[src/rtl/cart_config.svh]
`ifndef CART_CONFIG_SVH
`define CART_CONFIG_SVH

// ====================
// Download stream widths
// ====================
`define CART_DL_ADDR_W 25
`define CART_MASK_W 24
`define CART_FILL_ADDR_W 18

// ====================
// Cartridge header layout
// ====================
// Copier header ahead of the ROM image
`define CART_HDR_SKIP 512

// Word holding the ROM size byte, per mapping
`define CART_LOROM_SIZE_ADDR (32'h0000_7FD6 + `CART_HDR_SKIP)
`define CART_HIROM_SIZE_ADDR (32'h0000_FFD6 + `CART_HDR_SKIP)
`define CART_EXHIROM_SIZE_ADDR (32'h0040_FFD6 + `CART_HDR_SKIP)

// RAM size byte sits one word after the ROM size byte
`define CART_SIZE_TO_RAM_OFFS 2
`define CART_DEFAULT_ROM_SIZE 4'hC

// Smallest mapped block, 1 KiB
`define CART_MASK_UNIT 1024

// Download index values
`define CART_CODE_INDEX 8'hFF
`define CART_ROM_INDEX 6'h00

`endif

[src/rtl/cart_pkg.sv]
`default_nettype none

`include "cart_config.svh"

package cart_pkg;

	// Download stream
	typedef logic [15:0] dl_word_t;
	typedef logic [`CART_DL_ADDR_W-1:0] dl_addr_t;
	typedef logic [7:0] dl_index_t;

	// Header results
	typedef logic [`CART_MASK_W-1:0] mem_mask_t;
	typedef logic [7:0] byte_t;
	typedef logic [3:0] size_code_t;

	// RAM clear
	typedef logic [`CART_FILL_ADDR_W-1:0] fill_addr_t;

	// {flags, address, compare, replace}, 32 bits each
	typedef logic [127:0] cheat_code_t;

	typedef enum logic [2:0] {
		HDR_AUTO    = 3'd0,
		HDR_NONE    = 3'd1,
		HDR_LOROM   = 3'd2,
		HDR_HIROM   = 3'd3,
		HDR_EXHIROM = 3'd4
	} hdr_mode_e;

	// Upper bit set means PAL for every forced choice
	typedef enum logic [1:0] {
		REG_AUTO    = 2'd0,
		REG_NTSC    = 2'd1,
		REG_PAL     = 2'd2,
		REG_PAL_ALT = 2'd3
	} region_sel_e;

	typedef enum logic [1:0] {
		PAT_9966 = 2'd0,
		PAT_00FF = 2'd1,
		PAT_55   = 2'd2,
		PAT_FF   = 2'd3
	} fill_pat_e;

	typedef enum logic [1:0] {
		FILL_IDLE  = 2'd0,
		FILL_WRITE = 2'd1,
		FILL_WAIT  = 2'd2
	} fill_state_e;

endpackage

`default_nettype wire

[src/rtl/header_detect.sv]
`timescale 1ns/1ps
`default_nettype none

`include "cart_config.svh"

module header_detect (
	input  logic                   clk_sys,
	input  logic                   RESET,
	input  logic                   cart_dl,
	input  logic                   ioctl_wr,
	input  cart_pkg::dl_addr_t     ioctl_addr,
	input  cart_pkg::dl_word_t     ioctl_dout,
	input  cart_pkg::hdr_mode_e    header_mode,
	input  cart_pkg::region_sel_e  region_sel,
	output cart_pkg::byte_t        rom_type,
	output cart_pkg::mem_mask_t    rom_mask,
	output cart_pkg::mem_mask_t    ram_mask,
	output logic                   pal
);

	import cart_pkg::*;

	size_code_t rom_size;
	size_code_t ram_size;
	logic       rom_region;

	// Where the size bytes live for a forced mapping
	dl_addr_t   size_addr;
	dl_addr_t   ram_size_addr;
	logic       size_en;

	logic       hdr_wr;

	assign hdr_wr = cart_dl & ioctl_wr;

	always_comb begin
		size_en   = 1'b1;
		size_addr = dl_addr_t'(`CART_LOROM_SIZE_ADDR);
		case (header_mode)
			HDR_LOROM:   size_addr = dl_addr_t'(`CART_LOROM_SIZE_ADDR);
			HDR_HIROM:   size_addr = dl_addr_t'(`CART_HIROM_SIZE_ADDR);
			HDR_EXHIROM: size_addr = dl_addr_t'(`CART_EXHIROM_SIZE_ADDR);
			default:     size_en = 1'b0;
		endcase
	end

	assign ram_size_addr = size_addr + dl_addr_t'(`CART_SIZE_TO_RAM_OFFS);

	// ====================
	// Header capture
	// ====================
	always_ff @(posedge clk_sys) begin
		if (hdr_wr) begin
			if (ioctl_addr == '0) begin
				rom_size <= `CART_DEFAULT_ROM_SIZE;
				ram_size <= '0;
				// Copier header byte carries both size codes
				if (header_mode == HDR_AUTO && ioctl_dout[7:0] != 8'h00) begin
					{ram_size, rom_size} <= ioctl_dout[7:0];
				end

				case (header_mode)
					HDR_NONE:    rom_type <= 8'd0;
					HDR_LOROM:   rom_type <= 8'd0;
					HDR_HIROM:   rom_type <= 8'd1;
					HDR_EXHIROM: rom_type <= 8'd2;
					default:     rom_type <= ioctl_dout[15:8];
				endcase
			end

			if (ioctl_addr == dl_addr_t'(2)) begin
				rom_region <= ioctl_dout[8];
			end

			// Internal header of the forced mapping
			if (size_en && ioctl_addr == size_addr) begin
				rom_size <= ioctl_dout[11:8];
			end
			if (size_en && ioctl_addr == ram_size_addr) begin
				ram_size <= ioctl_dout[3:0];
			end
		end
	end

	// ====================
	// Address masks
	// ====================
	assign rom_mask = (mem_mask_t'(`CART_MASK_UNIT) << rom_size) - mem_mask_t'(1);

	// No cartridge RAM at all for a zero code
	assign ram_mask = (ram_size == '0) ? '0 :
		(mem_mask_t'(`CART_MASK_UNIT) << ram_size) - mem_mask_t'(1);

	// Region only moves once the download is over
	always_ff @(posedge clk_sys) begin
		if (RESET) begin
			pal <= 1'b0;
		end else if (!cart_dl) begin
			if (region_sel == REG_AUTO)
				pal <= rom_region;
			else
				pal <= region_sel[1];
		end
	end

endmodule

`default_nettype wire

[src/rtl/ram_fill.sv]
`timescale 1ns/1ps
`default_nettype none

module ram_fill (
	input  logic                  clk_sys,
	input  logic                  RESET,
	input  logic                  cart_dl,
	input  cart_pkg::fill_pat_e   wram_pattern,
	input  cart_pkg::fill_pat_e   aram_pattern,
	output cart_pkg::fill_addr_t  fill_addr,
	output logic                  fill_we,
	output logic                  clearing,
	output cart_pkg::byte_t       wram_fill_data,
	output cart_pkg::byte_t       aram_fill_data
);

	import cart_pkg::*;

	fill_state_e state;
	logic        cart_dl_d;
	logic        dl_start;

	// Start-up contents as left by the various console revisions
	function automatic byte_t fill_byte(input fill_pat_e pat, input fill_addr_t addr);
		byte_t val;
		case (pat)
			PAT_9966: val = (addr[8] ^ addr[2]) ? 8'h66 : 8'h99;
			PAT_00FF: val = (addr[9] ^ addr[0]) ? 8'hFF : 8'h00;
			PAT_55:   val = 8'h55;
			default:  val = 8'hFF;
		endcase
		return val;
	endfunction

	assign dl_start = cart_dl & ~cart_dl_d;

	// ====================
	// Clear sequencer
	// ====================
	always_ff @(posedge clk_sys) begin
		if (RESET) begin
			cart_dl_d <= 1'b0;
			state     <= FILL_IDLE;
			fill_addr <= '0;
		end else begin
			cart_dl_d <= cart_dl;
			case (state)
				FILL_IDLE: begin
					if (dl_start) begin
						state     <= FILL_WRITE;
						fill_addr <= '0;
					end
				end
				FILL_WRITE: begin
					state <= FILL_WAIT;
				end
				FILL_WAIT: begin
					// Last location written, stop here
					if (&fill_addr) begin
						state <= FILL_IDLE;
					end else begin
						fill_addr <= fill_addr + fill_addr_t'(1);
						state     <= FILL_WRITE;
					end
				end
				default: state <= FILL_IDLE;
			endcase
		end
	end

	assign fill_we  = (state == FILL_WRITE);
	assign clearing = (state != FILL_IDLE);

	assign wram_fill_data = fill_byte(wram_pattern, fill_addr);
	assign aram_fill_data = fill_byte(aram_pattern, fill_addr);

endmodule

`default_nettype wire

[src/rtl/cheat_assembler.sv]
`timescale 1ns/1ps
`default_nettype none

module cheat_assembler (
	input  logic                  clk_sys,
	input  logic                  RESET,
	input  logic                  code_dl,
	input  logic                  cart_dl,
	input  logic                  ioctl_wr,
	input  cart_pkg::dl_addr_t    ioctl_addr,
	input  cart_pkg::dl_word_t    ioctl_dout,
	output cart_pkg::cheat_code_t cheat_code,
	output logic                  cheat_strobe,
	output logic                  cheat_clear
);

	logic code_wr;

	assign code_wr = code_dl & ioctl_wr;

	// Eight 16-bit words per code, low half first
	always_ff @(posedge clk_sys) begin
		if (code_wr) begin
			case (ioctl_addr[3:0])
				4'd0:  cheat_code[111:96]  <= ioctl_dout;
				4'd2:  cheat_code[127:112] <= ioctl_dout;
				4'd4:  cheat_code[79:64]   <= ioctl_dout;
				4'd6:  cheat_code[95:80]   <= ioctl_dout;
				4'd8:  cheat_code[47:32]   <= ioctl_dout;
				4'd10: cheat_code[63:48]   <= ioctl_dout;
				4'd12: cheat_code[15:0]    <= ioctl_dout;
				4'd14: cheat_code[31:16]   <= ioctl_dout;
				default: ;
			endcase
		end
	end

	// ====================
	// Load and flush pulses
	// ====================
	always_ff @(posedge clk_sys) begin
		if (RESET) begin
			cheat_strobe <= 1'b0;
			cheat_clear  <= 1'b0;
		end else begin
			// Replace high word completes the code
			cheat_strobe <= code_wr && (ioctl_addr[3:0] == 4'd14);
			// A new code list or a new cartridge drops the old codes
			cheat_clear  <= (code_wr && ioctl_addr == '0) || cart_dl;
		end
	end

endmodule

`default_nettype wire

[src/rtl/core_reset_gen.sv]
`timescale 1ns/1ps
`default_nettype none

module core_reset_gen (
	input  logic clk_sys,
	input  logic RESET,
	input  logic hold,
	output logic core_reset_n,
	output logic rfsh
);

	logic [1:0] phase;

	// ====================
	// Refresh phase divider
	// ====================
	always_ff @(posedge clk_sys) begin
		if (RESET) begin
			phase        <= 2'd0;
			rfsh         <= 1'b0;
			core_reset_n <= 1'b0;
		end else begin
			phase <= phase + 2'd1;
			// High while the phase reads 0
			rfsh  <= (phase == 2'd3);

			// Release only at phase 2 so the core starts aligned to refresh
			if (phase == 2'd2) begin
				core_reset_n <= ~hold;
			end
		end
	end

endmodule

`default_nettype wire

[src/rtl/cart_loader.sv]
`timescale 1ns/1ps
`default_nettype none

`include "cart_config.svh"

module cart_loader (
	input  logic                   clk_sys,
	input  logic                   RESET,
	input  logic                   user_reset,

	// Host download stream
	input  logic                   ioctl_download,
	input  cart_pkg::dl_index_t    ioctl_index,
	input  cart_pkg::dl_addr_t     ioctl_addr,
	input  cart_pkg::dl_word_t     ioctl_dout,
	input  logic                   ioctl_wr,

	// Menu selections
	input  cart_pkg::hdr_mode_e    header_mode,
	input  cart_pkg::region_sel_e  region_sel,
	input  cart_pkg::fill_pat_e    wram_pattern,
	input  cart_pkg::fill_pat_e    aram_pattern,

	// Cartridge description
	output cart_pkg::byte_t        rom_type,
	output cart_pkg::mem_mask_t    rom_mask,
	output cart_pkg::mem_mask_t    ram_mask,
	output logic                   pal,

	// RAM clear port
	output cart_pkg::fill_addr_t   fill_addr,
	output logic                   fill_we,
	output logic                   clearing,
	output cart_pkg::byte_t        wram_fill_data,
	output cart_pkg::byte_t        aram_fill_data,

	// Cheat engine
	output cart_pkg::cheat_code_t  cheat_code,
	output logic                   cheat_strobe,
	output logic                   cheat_clear,

	// Core control
	output logic                   core_reset_n,
	output logic                   rfsh
);

	logic cart_dl;
	logic code_dl;
	logic hold;

	// ====================
	// Download decode
	// ====================
	// Only the low six index bits select the ROM slot
	assign cart_dl = ioctl_download && (ioctl_index[5:0] == `CART_ROM_INDEX);
	assign code_dl = ioctl_download && (ioctl_index == `CART_CODE_INDEX);

	// Core stays in reset while anything rewrites its memories
	assign hold = user_reset | cart_dl | clearing;

	header_detect i_header_detect (
		.clk_sys     (clk_sys),
		.RESET       (RESET),
		.cart_dl     (cart_dl),
		.ioctl_wr    (ioctl_wr),
		.ioctl_addr  (ioctl_addr),
		.ioctl_dout  (ioctl_dout),
		.header_mode (header_mode),
		.region_sel  (region_sel),
		.rom_type    (rom_type),
		.rom_mask    (rom_mask),
		.ram_mask    (ram_mask),
		.pal         (pal)
	);

	ram_fill i_ram_fill (
		.clk_sys        (clk_sys),
		.RESET          (RESET),
		.cart_dl        (cart_dl),
		.wram_pattern   (wram_pattern),
		.aram_pattern   (aram_pattern),
		.fill_addr      (fill_addr),
		.fill_we        (fill_we),
		.clearing       (clearing),
		.wram_fill_data (wram_fill_data),
		.aram_fill_data (aram_fill_data)
	);

	cheat_assembler i_cheat_assembler (
		.clk_sys      (clk_sys),
		.RESET        (RESET),
		.code_dl      (code_dl),
		.cart_dl      (cart_dl),
		.ioctl_wr     (ioctl_wr),
		.ioctl_addr   (ioctl_addr),
		.ioctl_dout   (ioctl_dout),
		.cheat_code   (cheat_code),
		.cheat_strobe (cheat_strobe),
		.cheat_clear  (cheat_clear)
	);

	core_reset_gen i_core_reset_gen (
		.clk_sys      (clk_sys),
		.RESET        (RESET),
		.hold         (hold),
		.core_reset_n (core_reset_n),
		.rfsh         (rfsh)
	);

endmodule

`default_nettype wire

[config.mk]
export PLATFORM = sky130hd
export DESIGN_NAME = cart_loader
export DESIGN_NICKNAME = d
export VERILOG_FILES = /design/src/rtl/cart_pkg.sv /design/src/rtl/header_detect.sv /design/src/rtl/ram_fill.sv /design/src/rtl/cheat_assembler.sv /design/src/rtl/core_reset_gen.sv /design/src/rtl/cart_loader.sv
export VERILOG_INCLUDE_DIRS = /design/src /design/src/rtl
export SDC_FILE = /design/constraint.sdc
export NUM_CORES = 1
export LEC_CHECK = 0
export ABC_AREA = 1
export BUFFER_PORTS_ARGS = -buffer_cell sky130_fd_sc_hd__buf_4
export CORE_UTILIZATION = 30
export CTS_BUF_LIST = sky130_fd_sc_hd__clkbuf_4 sky130_fd_sc_hd__clkbuf_8
export CTS_CLUSTER_SIZE = 16
export DETAILED_ROUTE_END_ITERATION = 8
export PLACE_DENSITY_LB_ADDON = 0.12
export SYNTH_ARGS = -nofsm -noshare
export SYNTH_HDL_FRONTEND = slang
export SYNTH_HIERARCHICAL = 1
export SYNTH_SLANG_ARGS = --single-unit
[constraint.sdc]
create_clock -name clk_sys -period 5.9 [get_ports clk_sys]
set_clock_uncertainty 0.15 [all_clocks]
set_input_delay 1.475 -clock clk_sys [delete_from_list [all_inputs] [get_ports clk_sys]]
set_output_delay 1.475 -clock clk_sys [all_outputs]
set_load 0.02 [all_outputs]
# Yosys cells after proc, flatten, opt, wreduce, memory -nomap -nowiden
# Cells that the tools add are included.
# word_totals
in_bits	63
word_cells	121
output_inout_bits	225
register_bits	173
# op_classes
shifts	2
n_mux	21
n_eq_ne	25
reduce_logical	38
addsub	5
n_bitwise	9
# op_table
op	count
case mux 8 bit (3 select lines)	3
left shift 11 x 4 -> 24 bit (first input constant)	2
subtractor 24 x 1 -> 24 bit (second input constant)	2
case mux 23 bit (2 select lines)	1
2-to-1 mux 18 bit	2
case mux 18 bit (2 select lines)	1
== test 25 x 2 -> 1 bit (second input constant)	1
== test 25 x 23 -> 1 bit	1
== test 25 bit	1
logical NOT 25 bit	1
adder 23 x 2 -> 24 bit (second input constant)	1
2-to-1 mux 24 bit	1
2-to-1 mux 4 bit	6
AND reduction 2 bit	12
adder 18 x 1 -> 18 bit (second input constant)	1
AND reduction 18 bit	1
== test 4 bit (second input constant)	4
2-to-1 mux 8 bit	2
== test 2 bit (second input constant)	5
== test 4 x 3 -> 1 bit (second input constant)	2
== test 8 bit (second input constant)	1
logical NOT 2 bit	4
logical NOT 4 bit	2
nonzero test 2 bit	4
23 further kinds	39

# Depth between registers and ports, before layout
# Gate-level depths: netlist (run 1).
# depth
depth_word	7
mapped_depth	12
mapped_depth_nobuf	12

# By module
# The synthesis (run 1) kept the hierarchy.
# by_module_without_submodules
mod	instances	seq_area_each_um2	area_each_um2	cells_each
cheat_assembler	1	3883.7	4083.9	174
header_detect	1	530.5	1669.1	240
ram_fill	1	420.4	1462.7	239
core_reset_gen	1	80.1	145.1	16
cart_loader	1	0.0	83.8	22

# Worst setup path before layout (run 1)
# No wires, ideal clock.
# synth_timing
path_type	input to register
from	input ioctl_index[5]
to	register i_cheat_assembler.cheat_code[32] (enable)
path_buffers	0
path_stages	6
path_slack_ns	1.775
t_arrival_ns	3.545
setup_ns	0.430
cell_sequence	nand2_1 -> nor2_1 -> nand2_1 -> nor2_1 -> nand2_4 -> nor4_1
# synth_between
elab_chain_len	4
# synth_rtl
item	line	source
from (decl)	cart_loader.sv:13	input cart_pkg::dl_index_t ioctl_index,
== test 8 bit (no line)	n/a	
logical AND 1 bit	cart_loader.sv:56	assign code_dl = ioctl_download && (ioctl_index == `CART_CODE_INDEX);
named net code_dl	cart_loader.sv:48	logic code_dl;
AND 1 bit	cheat_assembler.sv:19	assign code_wr = code_dl & ioctl_wr;
AND reduction 2 bit (no line)	n/a	
to (signal assigned)	cheat_assembler.sv:29	4'd8: cheat_code[47:32] <= ioctl_dout;
to (decl)	cheat_assembler.sv:12	output cart_pkg::cheat_code_t cheat_code,
# The timed path passes the listed nets, and every way through them passes these cells.
# A chain may end at the register's enable or synchronous reset.

# Worst setup path in the final report (run 1)
# layout_timing
from	register i_header_detect.ram_size[2]
to	output ram_mask[12]
# layout_between
elab_chain_len	3
elab_cells_between_ends	4
# layout_rtl
item	line	source
from (decl)	header_detect.sv:24	size_code_t ram_size;
from (signal assigned)	header_detect.sv:59	{ram_size, rom_size} <= ioctl_dout[7:0];
from (signal assigned)	header_detect.sv:80	ram_size <= ioctl_dout[3:0];
left shift 11 x 4 -> 24 bit	header_detect.sv:92	(mem_mask_t'(`CART_MASK_UNIT) << ram_size) - mem_mask_t'(1);
subtractor 24 x 1 -> 24 bit	header_detect.sv:92	
2-to-1 mux 24 bit (*)	header_detect.sv:91	assign ram_mask = (ram_size == '0) ? '0 :
to (decl)	cart_loader.sv:27	output cart_pkg::mem_mask_t ram_mask,
# Mark *: on every way between the ends. The rest lies on a longest branch, timed or not.

==> metrics list, run 1 <==
- Max-slew violation count: 0
- Switching power as a share of total power: 0.263
- Summed over all layers, the global routing overflow is 0.
* Upper clock frequency limit: 256 MHz
* Clock-pin slew of the registers on the worst-case setup and hold paths: 0.11 ns
- Post-synthesis to final-layout area growth: 37.4%
- Fraction of layout cells with a size suffix above 1: 0.378
- Height of the chip: 160 um
- Hold timing on the final database bottoms out at a slack of 0.306 ns.
* Crit path arrival time: 2.29 ns
* Combinational share of power: 0.061
- In this run, post-CTS hold repair placed 0 buffers.
* Ordered list of cells on the worst path: nor2_1 -> inv_2 -> nor2_2 -> nand2_1 -> ha_1 -> and3_1 -> nor3_1 -> buf_4
* Least-Margin Pin Slew: 0.604 ns
- Initial drt markers: 240
- Summed area of non-filler cells in the final layout: 10,200 um2
- Horiz. Die Dim: 160 um
- Final period utilization: 0.663
* Number of placement rows: 57
* Sequential Power Share: 0.569
- The run finished with clean final reports.
- Number of antenna violations at the first check in global routing: 0
* Routability Congestion: 0.825
* Most numerous cell types in the synthesized netlist: edfxtp_1 (145), nand2_1 (132), nor2_1 (103), inv_1 (67), nand3_1 (42)
- Counting distinct cell types in the post-synthesis netlist gives 41.
- In this run the power density over the cells is 227 nW/um2.
- The cell count after synthesis came out at 691.
- The worst setup path is of the flip-flop to primary output kind.
- Synthesis inferred 173 register bits.
- For this block, the routed nets add up to 20,600 um of wire.
- Category of the worst setup path launch point: flip-flop
* Net count reported at finish: 1,034
* Count of input and output buffers: 277
* Via count of the routed design: 5,646
* PostCTS Resize Cnt: 0
- HPWL reported at the end of detailed placement: 15,100 um
- TritonCTS clock tree: built
* Synth async-reset ratio: 0
- Die area: 25,400 um2
- Detail-routed via count per cell: 4.33
- Each instance of the synthesized netlist takes up on average 10.8 um2.
* Sink Count: 173
- After layout, the minimum clock period comes to 3.91 ns.
* Final Hold Violating Endpoints: 0
* Yosys warnings: 6
* Highest net fanout along the worst path: 6
- Sum of negative setup slack: 0 ns
- Cell internal power was estimated by the tool at 1720 uW.
- Area fraction of the dominant cell type after synthesis: 0.585
- The share of the Yosys chip area taken by registers is 0.660.
- The synthesized netlist occupies a cell area of 7440 um2.
* Total CTS buffers: 17
* Core occupancy in the finished layout: 0.421
- In the final routed layout, each cell accounts on average for 15.8 um.
- STA classifies the critical path endpoint as a primary output.
- Worst hold path class: flip-flop to flip-flop
- The critical path contains buffers and inverters numbering 2 combined.
- First-pass GRT wire length: 30,700 um
* Clock latency of the later-clocked register in the worst-skew pair: 0.46 ns
* Boundary pin count: 288
- First-pass iteration count of the detailed router: 5
* Initial Utilization: 0.306
- Count leader, synth: edfxtp_1
- At the worst endpoint, the required time is 4.28 ns.
- In this run the cell area measured after placement is 9800 um2.
- Entering global routing, the biggest net connects 22 pins.
- Setup repair after global routing left no endpoint under its margin.
- The number of global-route vias before repair was 5,181.
* Leading area contributor after synthesis: edfxtp_1
* Main area contributors after synthesis: edfxtp_1 (58%), dfxtp_1 (7.5%), nand2_1 (6.7%)
- Fill cells in the final layout number 2,389.
* Crit path largest cell delay: 0.48 ns
- In the global route stage, overall resource usage came out at 0.161.
* Normalized max-slew margin: 0.597
- Slowest stage cell on the critical path: edfxtp_1
- Number of enable flip-flop cells after synthesis: 145
- Main synth FF type: edfxtp_1
- In this run the remaining antenna-violating nets after routing total 0.
- Core Footprint: 24,300 um2
* Cell family contributing the most delay on the critical path: simple AND/OR/NAND/NOR gates
* Portion of total power attributed to the clock network: 0.370
- IR analysis of the VDD net gives a maximum drop of 0.123 mV.
- 0 antenna diodes ended up in the layout.
- Setup violations remaining at the end of the flow were counted as 0.
* CTS H-tree depth: 4
- CTS root buffer: clkbuf_8
- Static power due to leakage: 0.00430 uW
- For this design the total switching power over the nets is 612 uW.
- Clock buffer depth: 2
- Post-CTS timing repair inserted 0 buffers for setup.
- Drc violations: 0
* Reported max-cap violation count: 0
per-stage QoR:
| step | power (uW) | worst slack (ns) | instances |
|---|---|---|---|
| 2_1_floorplan | 1420 | 1.78 | 700 |
| 3_3_place_gp | 1500 | 2.09 | 1271 |
| 3_5_place_dp | 1500 | 2.06 | 1271 |
| 4_1_cts | 2360 | 1.95 | 1303 |
| 5_1_grt | 2420 | 1.74 | 1303 |
| 6_report | 2330 | 1.99 | 1303 |
path summary, 6_finish.rpt:
check | to | cells after the start | start | slack (ns)
setup / recovery | ram_mask[12] | 8 | i_header_detect/ram_size[2]$_DFFE_PP_ | 1.99
hold / removal | i_core_reset_gen/phase[0]$_SDFF_PP0_ | 1 | i_core_reset_gen/phase[0]$_SDFF_PP0_ | 0.31
setup reg to reg | i_ram_fill/fill_addr[1]$_SDFFE_PP0P_ | 8 | i_ram_fill/fill_addr[0]$_SDFFE_PP0P_ | 3.45
hold reg to reg | i_core_reset_gen/phase[0]$_SDFF_PP0_ | 1 | i_core_reset_gen/phase[0]$_SDFF_PP0_ | 0.31
power groups by stage:
stage	clock network [uW]	registers [uW]	logic, uW
after global routing	941	1330	155
after floorplan	0	1360	67.6
after global placement	0	1350	142
after detailed placement	0	1350	143
after CTS	892	1330	143
final	861	1330	141
metal layers:
metal	GRT usage	up-vias	part of all wire
met5	0	-	0
met4	0.0372	0	0.0088
met3	0.0479	12	0.076
met2	0.267	226	0.48
met1	0.206	2569	0.44
li1	-	2839	-
flip-flops by register name, indices dropped and copies added (netlist names), 2 cells and up:
name	cells
i_cheat_assembler/cheat_code	128
i_header_detect/rom_size	4
i_header_detect/ram_size	4
i_ram_fill/fill_addr	18
i_core_reset_gen/phase	2
i_header_detect/rom_type	8
i_ram_fill/state	2
cells in the final DEF, fill, tap and decap left out, types with 2 or more instances in the layout:
cell	synthesis	layout
buf_4	29	285
edfxtp_1	145	145
nand2_1	132	132
nor2_1	103	103
inv_1	67	67
nand3_1	42	42
dfxtp_1	28	28
a21oi_1	18	18
clkbuf_8	0	17
nand4_1	17	17
inv_2	11	11
conb_1	1	10
nor2_2	9	9
o21ai_0	9	9
nor3_1	11	7
nand2_2	6	6
clkinv_8	0	5
ha_1	5	5
o21ai_1	5	5
a21oi_2	5	5
nor3_2	0	4
nor4_2	0	4
nor2_4	4	4
inv_8	0	3
inv_6	0	3
inv_12	0	3
nand2_4	3	3
nor4_1	7	3
nand3b_1	3	3
o31ai_1	3	3
xor2_1	2	2
xnor2_1	2	2
nor2_8	2	2
o21ai_2	2	2
o21bai_1	2	2
cell type report:
cell class                      instances  area [um2]  area share
Sequential cell                       173        4910       0.480
Timing Repair Buffer                  285        2140       0.209
Multi-Input combinational cell        410        2040       0.200
Tap cell                              324         405      0.0396
Inverter                               79         297      0.0290
Clock buffer                           17         234      0.0229
Clock inverter                         15         199      0.0194
cell families after synthesis:
family,after synthesis,synth area share
DFF,173,0.660
xor gates and xnor gates,4,0.00471
buffers and inverters,117,0.0761
and+or+nand+nor,344,0.212
adders and majority gates,5,0.00840
AOI/OAI and AO/OA,47,0.0378
other,1,0.000504
Power figures use the tool's default switching activity.
==> run 2: changes to the inputs <==
- ABC_AREA: 1 -> 0
- clock period: 5.9 -> 3.8 ns (I/O delays scaled with it)
==> metrics list, run 2 <==
* Post-synthesis instance area: 7220 um2 (-3.0%)
* Drc violations: 0 (unchanged)
* Synthesized netlist cell count: 535 (-23%)
- The total length of routed wires came to 20,800 um (+0.70%).
* Max-slew violation count: 0 (unchanged)
- HPWL reported at the end of detailed placement: 15,400 um (+2.0%)
- First-pass GRT wire length: 29,600 um (-3.6%)
* Worst flop-to-flop path endpoint: i_ram_fill/fill_addr[13]$_SDFFE_PP0P_
* Vias in the first global route: 4,994 (-3.6%)
- Number of hold buffers added after CTS: 0 (unchanged)
- The total core area was 23,500 um2 (-3.2%).
- Met1 usage in global routing: 0.183 (-0.0230)
- Met2 demand-to-capacity share in global routing: 0.297 (+0.0302)
- Min-Delay Path Depth: 1 (unchanged)
* Most common cell after layout, fill and taps aside: buf_4
- Highest net fanout along the worst path: 9 (+3)
* Result of the run: finished, final reports clean
* Area fraction of the dominant cell type after synthesis: 0.603 (+0.0182)
- In the synthesized netlist the dominant register cell turns out to be edfxtp_1.
- The overall via count from detail_route is 5,366 (-5.0%).
- The starting utilization of the core area was 0.307 (+0.000537).
- The area of the die was 24,700 um2 (-3.0%).
* Most numerous cell types in the synthesized netlist: edfxtp_1 (145), nor2_1 (39), buf_4 (28), dfxtp_1 (28)
- Count of input and output buffers: 277 (unchanged)
* Main area contributors after synthesis: edfxtp_1 (60%), dfxtp_1 (7.8%), buf_4 (2.9%)
* Number of antenna cells inserted: 0 (unchanged)
- The register-to-register setup slack is 1.04 ns (-2.41 ns).
- i_cheat_assembler/cheat_code holds more flip-flops than any other register.
- Critical path capture point type: primary output
* Leading area contributor after synthesis: edfxtp_1
- Placed Cells incl. Taps: 1,105 (-13%)
- Clock-pin slew of the registers on the worst-case setup and hold paths: 0.11 ns (about the same)
* Category of the worst setup path launch point: flip-flop
* Time the worst path needs with I/O delays and setup: 3.55 ns
- Worst hold path class: flip-flop to flip-flop
* Normalized max-slew margin: 0.582 (-0.0155)
- The sequential area share after synthesis is 0.681 (+0.0206).
- Setup repair after global routing missed its margin: no
* Global-route congestion overflow total: 0 (unchanged)
- The count of state elements after synthesis is 173 (unchanged).
- CP Class: flip-flop to primary output
- The number of flip-flops under the largest register name came to 128 (unchanged).
- The number of design-rule violations left by the first detailed-router iteration is 315 (+31%).
- The placer congestion estimate is 0.848 (+2.8%).
* CTS root buffer: clkbuf_8
* CTS H-tree depth: 4 (unchanged)
* Least-Margin Pin Slew: 0.626 ns (+0.0220 ns)
- Avg Inst Size Synth: 13.5 um2 (+25%)
- The die span in x came to 157 um (-1.5%).
* Storage cell area: 4910 um2 (unchanged)
* Synth async-reset ratio: 0 (unchanged)
- The tightest hold margin came to 0.308 ns (+0.00156 ns).
- Number of placement rows: 56 (-1.8%)
- The count of flip-flops with a built-in enable after synthesis came to 145 (unchanged).
* Sum of negative setup slack: 0 ns (unchanged)
- The overall fraction of global-route tracks in use came to 0.162 (+0.00127).
- Footprint of the multi-input gates: 1970 um2 (-3.6%)
* Global routing usage on met3: 0.0509 (+0.00301)
* Final period utilization: 0.933
* Endpoint of the worst hold-timing path: i_core_reset_gen/phase[0]$_SDFF_PP0_
* WL per Instance: 18.2 um (+15%)
* Detail Route Antenna Nets: 0 (unchanged)
* Core occupancy in the finished layout: 0.425 (+0.00464)
- Based on the critical path, the design can be clocked at up to 282 MHz.
- Count leader, synth: edfxtp_1
* Yosys warnings: 6 (unchanged)
- The worst-case clock buffer depth was 2 (unchanged).
- The largest net degree at the start of global routing was 25 (+14%).
- Static power due to leakage: 0.00381 uW (-11%)
- Relative to the synthesized area, the layout overhead comes to 38.7%.
* Reported max-cap violation count: 0 (unchanged)
- Peak ir drop on the vdd network: 0.203 mV (+65%)
- Largest registers: i_cheat_assembler/cheat_code: 128 flops, i_ram_fill/fill_addr: 18 flops, i_header_detect/rom_type: 8 flops
- Worst r2r src: i_ram_fill/fill_addr[0]$_SDFFE_PP0P_
* Detail-routed via count per cell: 4.70 (+8.4%)
- The number of setup violations in the final report came to 0 (unchanged).
- In this run the most critical hold path is launched from i_core_reset_gen/phase[0]$_SDFF_PP0_.
- Height of the chip: 157 um (-1.5%)
- Net count reported at finish: 878 (-15%)
* Post-Place Cell Area: 9550 um2 (-2.6%)
- Clock latency of the later-clocked register in the worst-skew pair: 0.45 ns (about the same)
* TritonCTS clock tree: built
* Number of distinct library cells after synthesis: 68 (+66%)
- Crit path arrival time: 2.45 ns (+0.16 ns)
- Most used routing layer: met2
- Leading cell types in the layout, fill and taps excluded: buf_4 (297), edfxtp_1 (145), nor2_1 (33), dfxtp_1 (28)
- Number of antenna violations at the first check in global routing: 0 (unchanged)
- The depth of the worst register-to-register path is 7 (-1).
* CP required: 2.70 ns (-1.58 ns)
* Final Hold Violating Endpoints: 0 (unchanged)
- The number of sinks on the clock net was 173 (unchanged).
- Fraction of layout cells with a size suffix above 1: 0.437 (+0.0595)
* Number of inserted filler cells in the final layout: 2,222 (-7.0%)
* Total CTS buffers: 17 (unchanged)
* Summed area of non-filler cells in the final layout: 10,000 um2 (-2.1%)
- Boundary pin count: 288 (unchanged)
- The count of TritonRoute iterations in the first routing pass was 4 (-1).
- Filler-free cell count of the finished design: 1,142 (-12%)
- The total power divided by cell area was 355 nW/um2 (+56%).
[run 2: cell types whose count changed after synthesis, sizes merged, moves of 9 or more]
cell / before / now
clkbuf: 3 / 12
inv: 78 / 20
nand2: 141 / 24
nand2b: 0 / 16
nand3: 43 / 14
nand4: 17 / 7
nor2: 118 / 39
nor2b: 0 / 12
o21ai: 16 / 27
[run 2: cells by family (layout without fill, tap and decap cells)]
kind of cell,Yosys count,in the layout,synth area share
flops,173,173,0.681
other cells,1,10,0.000519
fa+ha+maj,6,6,0.0101
mux,1,1,0.00156
xor+xnor,8,8,0.00971
compound gates,96,96,0.0934
buf+inv,70,349,0.0568
simple gates,180,180,0.147
[run 2: metal layers]
metal	share of wire	vias up
li1	-	2538
met1	0.38	2588
met2	0.52	226
met3	0.082	14
met4	0.0096	0
met5	0	-
[run 2: cell type report]
type,instances,share of cell area
sequential,173,0.491
timing repair buffer,297,0.223
multi-input combinational,301,0.197
tap,319,0.0399
clock buffer,17,0.0234
clock inverter,15,0.0192
inverter,20,0.00750
[run 2: how the worst max path moves through the flow]
stage	startpoint	to	slack, ns
CTS	i_header_detect/ram_size[3]$_DFFE_PP_	ram_mask[20]	0.04
finish	i_header_detect/ram_size[3]$_DFFE_PP_	ram_mask[20]	0.25
global placement	ioctl_index[5]	i_ram_fill/fill_addr[9]$_SDFFE_PP0P_	0.26
detailed placement	ioctl_index[5]	i_ram_fill/fill_addr[9]$_SDFFE_PP0P_	0.17
global route	i_header_detect/ram_size[3]$_DFFE_PP_	ram_mask[20]	0.03
floorplan	ioctl_index[5]	i_header_detect/ram_size[0]$_DFFE_PP_	0.03
[run 2: what timing repair did]
item                       CTS  global route
gates resized for setup      0             1
setup buffers                0             5
setup endpoints to repair    0             2
[run 2: worst max-delay path, stage by stage (launching register included)]
cell and delay (ns):
edfxtp_1 0.48, nor2_1 0.13, buf_4 0.14, inv_1 0.06, or2_2 0.31, ha_2 0.24, nor3_1 0.14, a21o_1 0.10
a22oi_1 0.06, o22ai_1 0.15, buf_4 0.17
[run 2: through the flow]
stage | power, uW | setup slack [ns]
2_1_floorplan | 2190 | 0.0257
3_3_place_gp | 2300 | 0.264
3_5_place_dp | 2300 | 0.167
4_1_cts | 3590 | 0.0424
5_1_grt | 3670 | 0.0286
6_report | 3550 | 0.253
[run 2: power by group]
part	total (uW)	switching [uW]	internal [uW]
clock network	1290	784	511
logic	203	119	83.9
registers	2060	2.72	2050
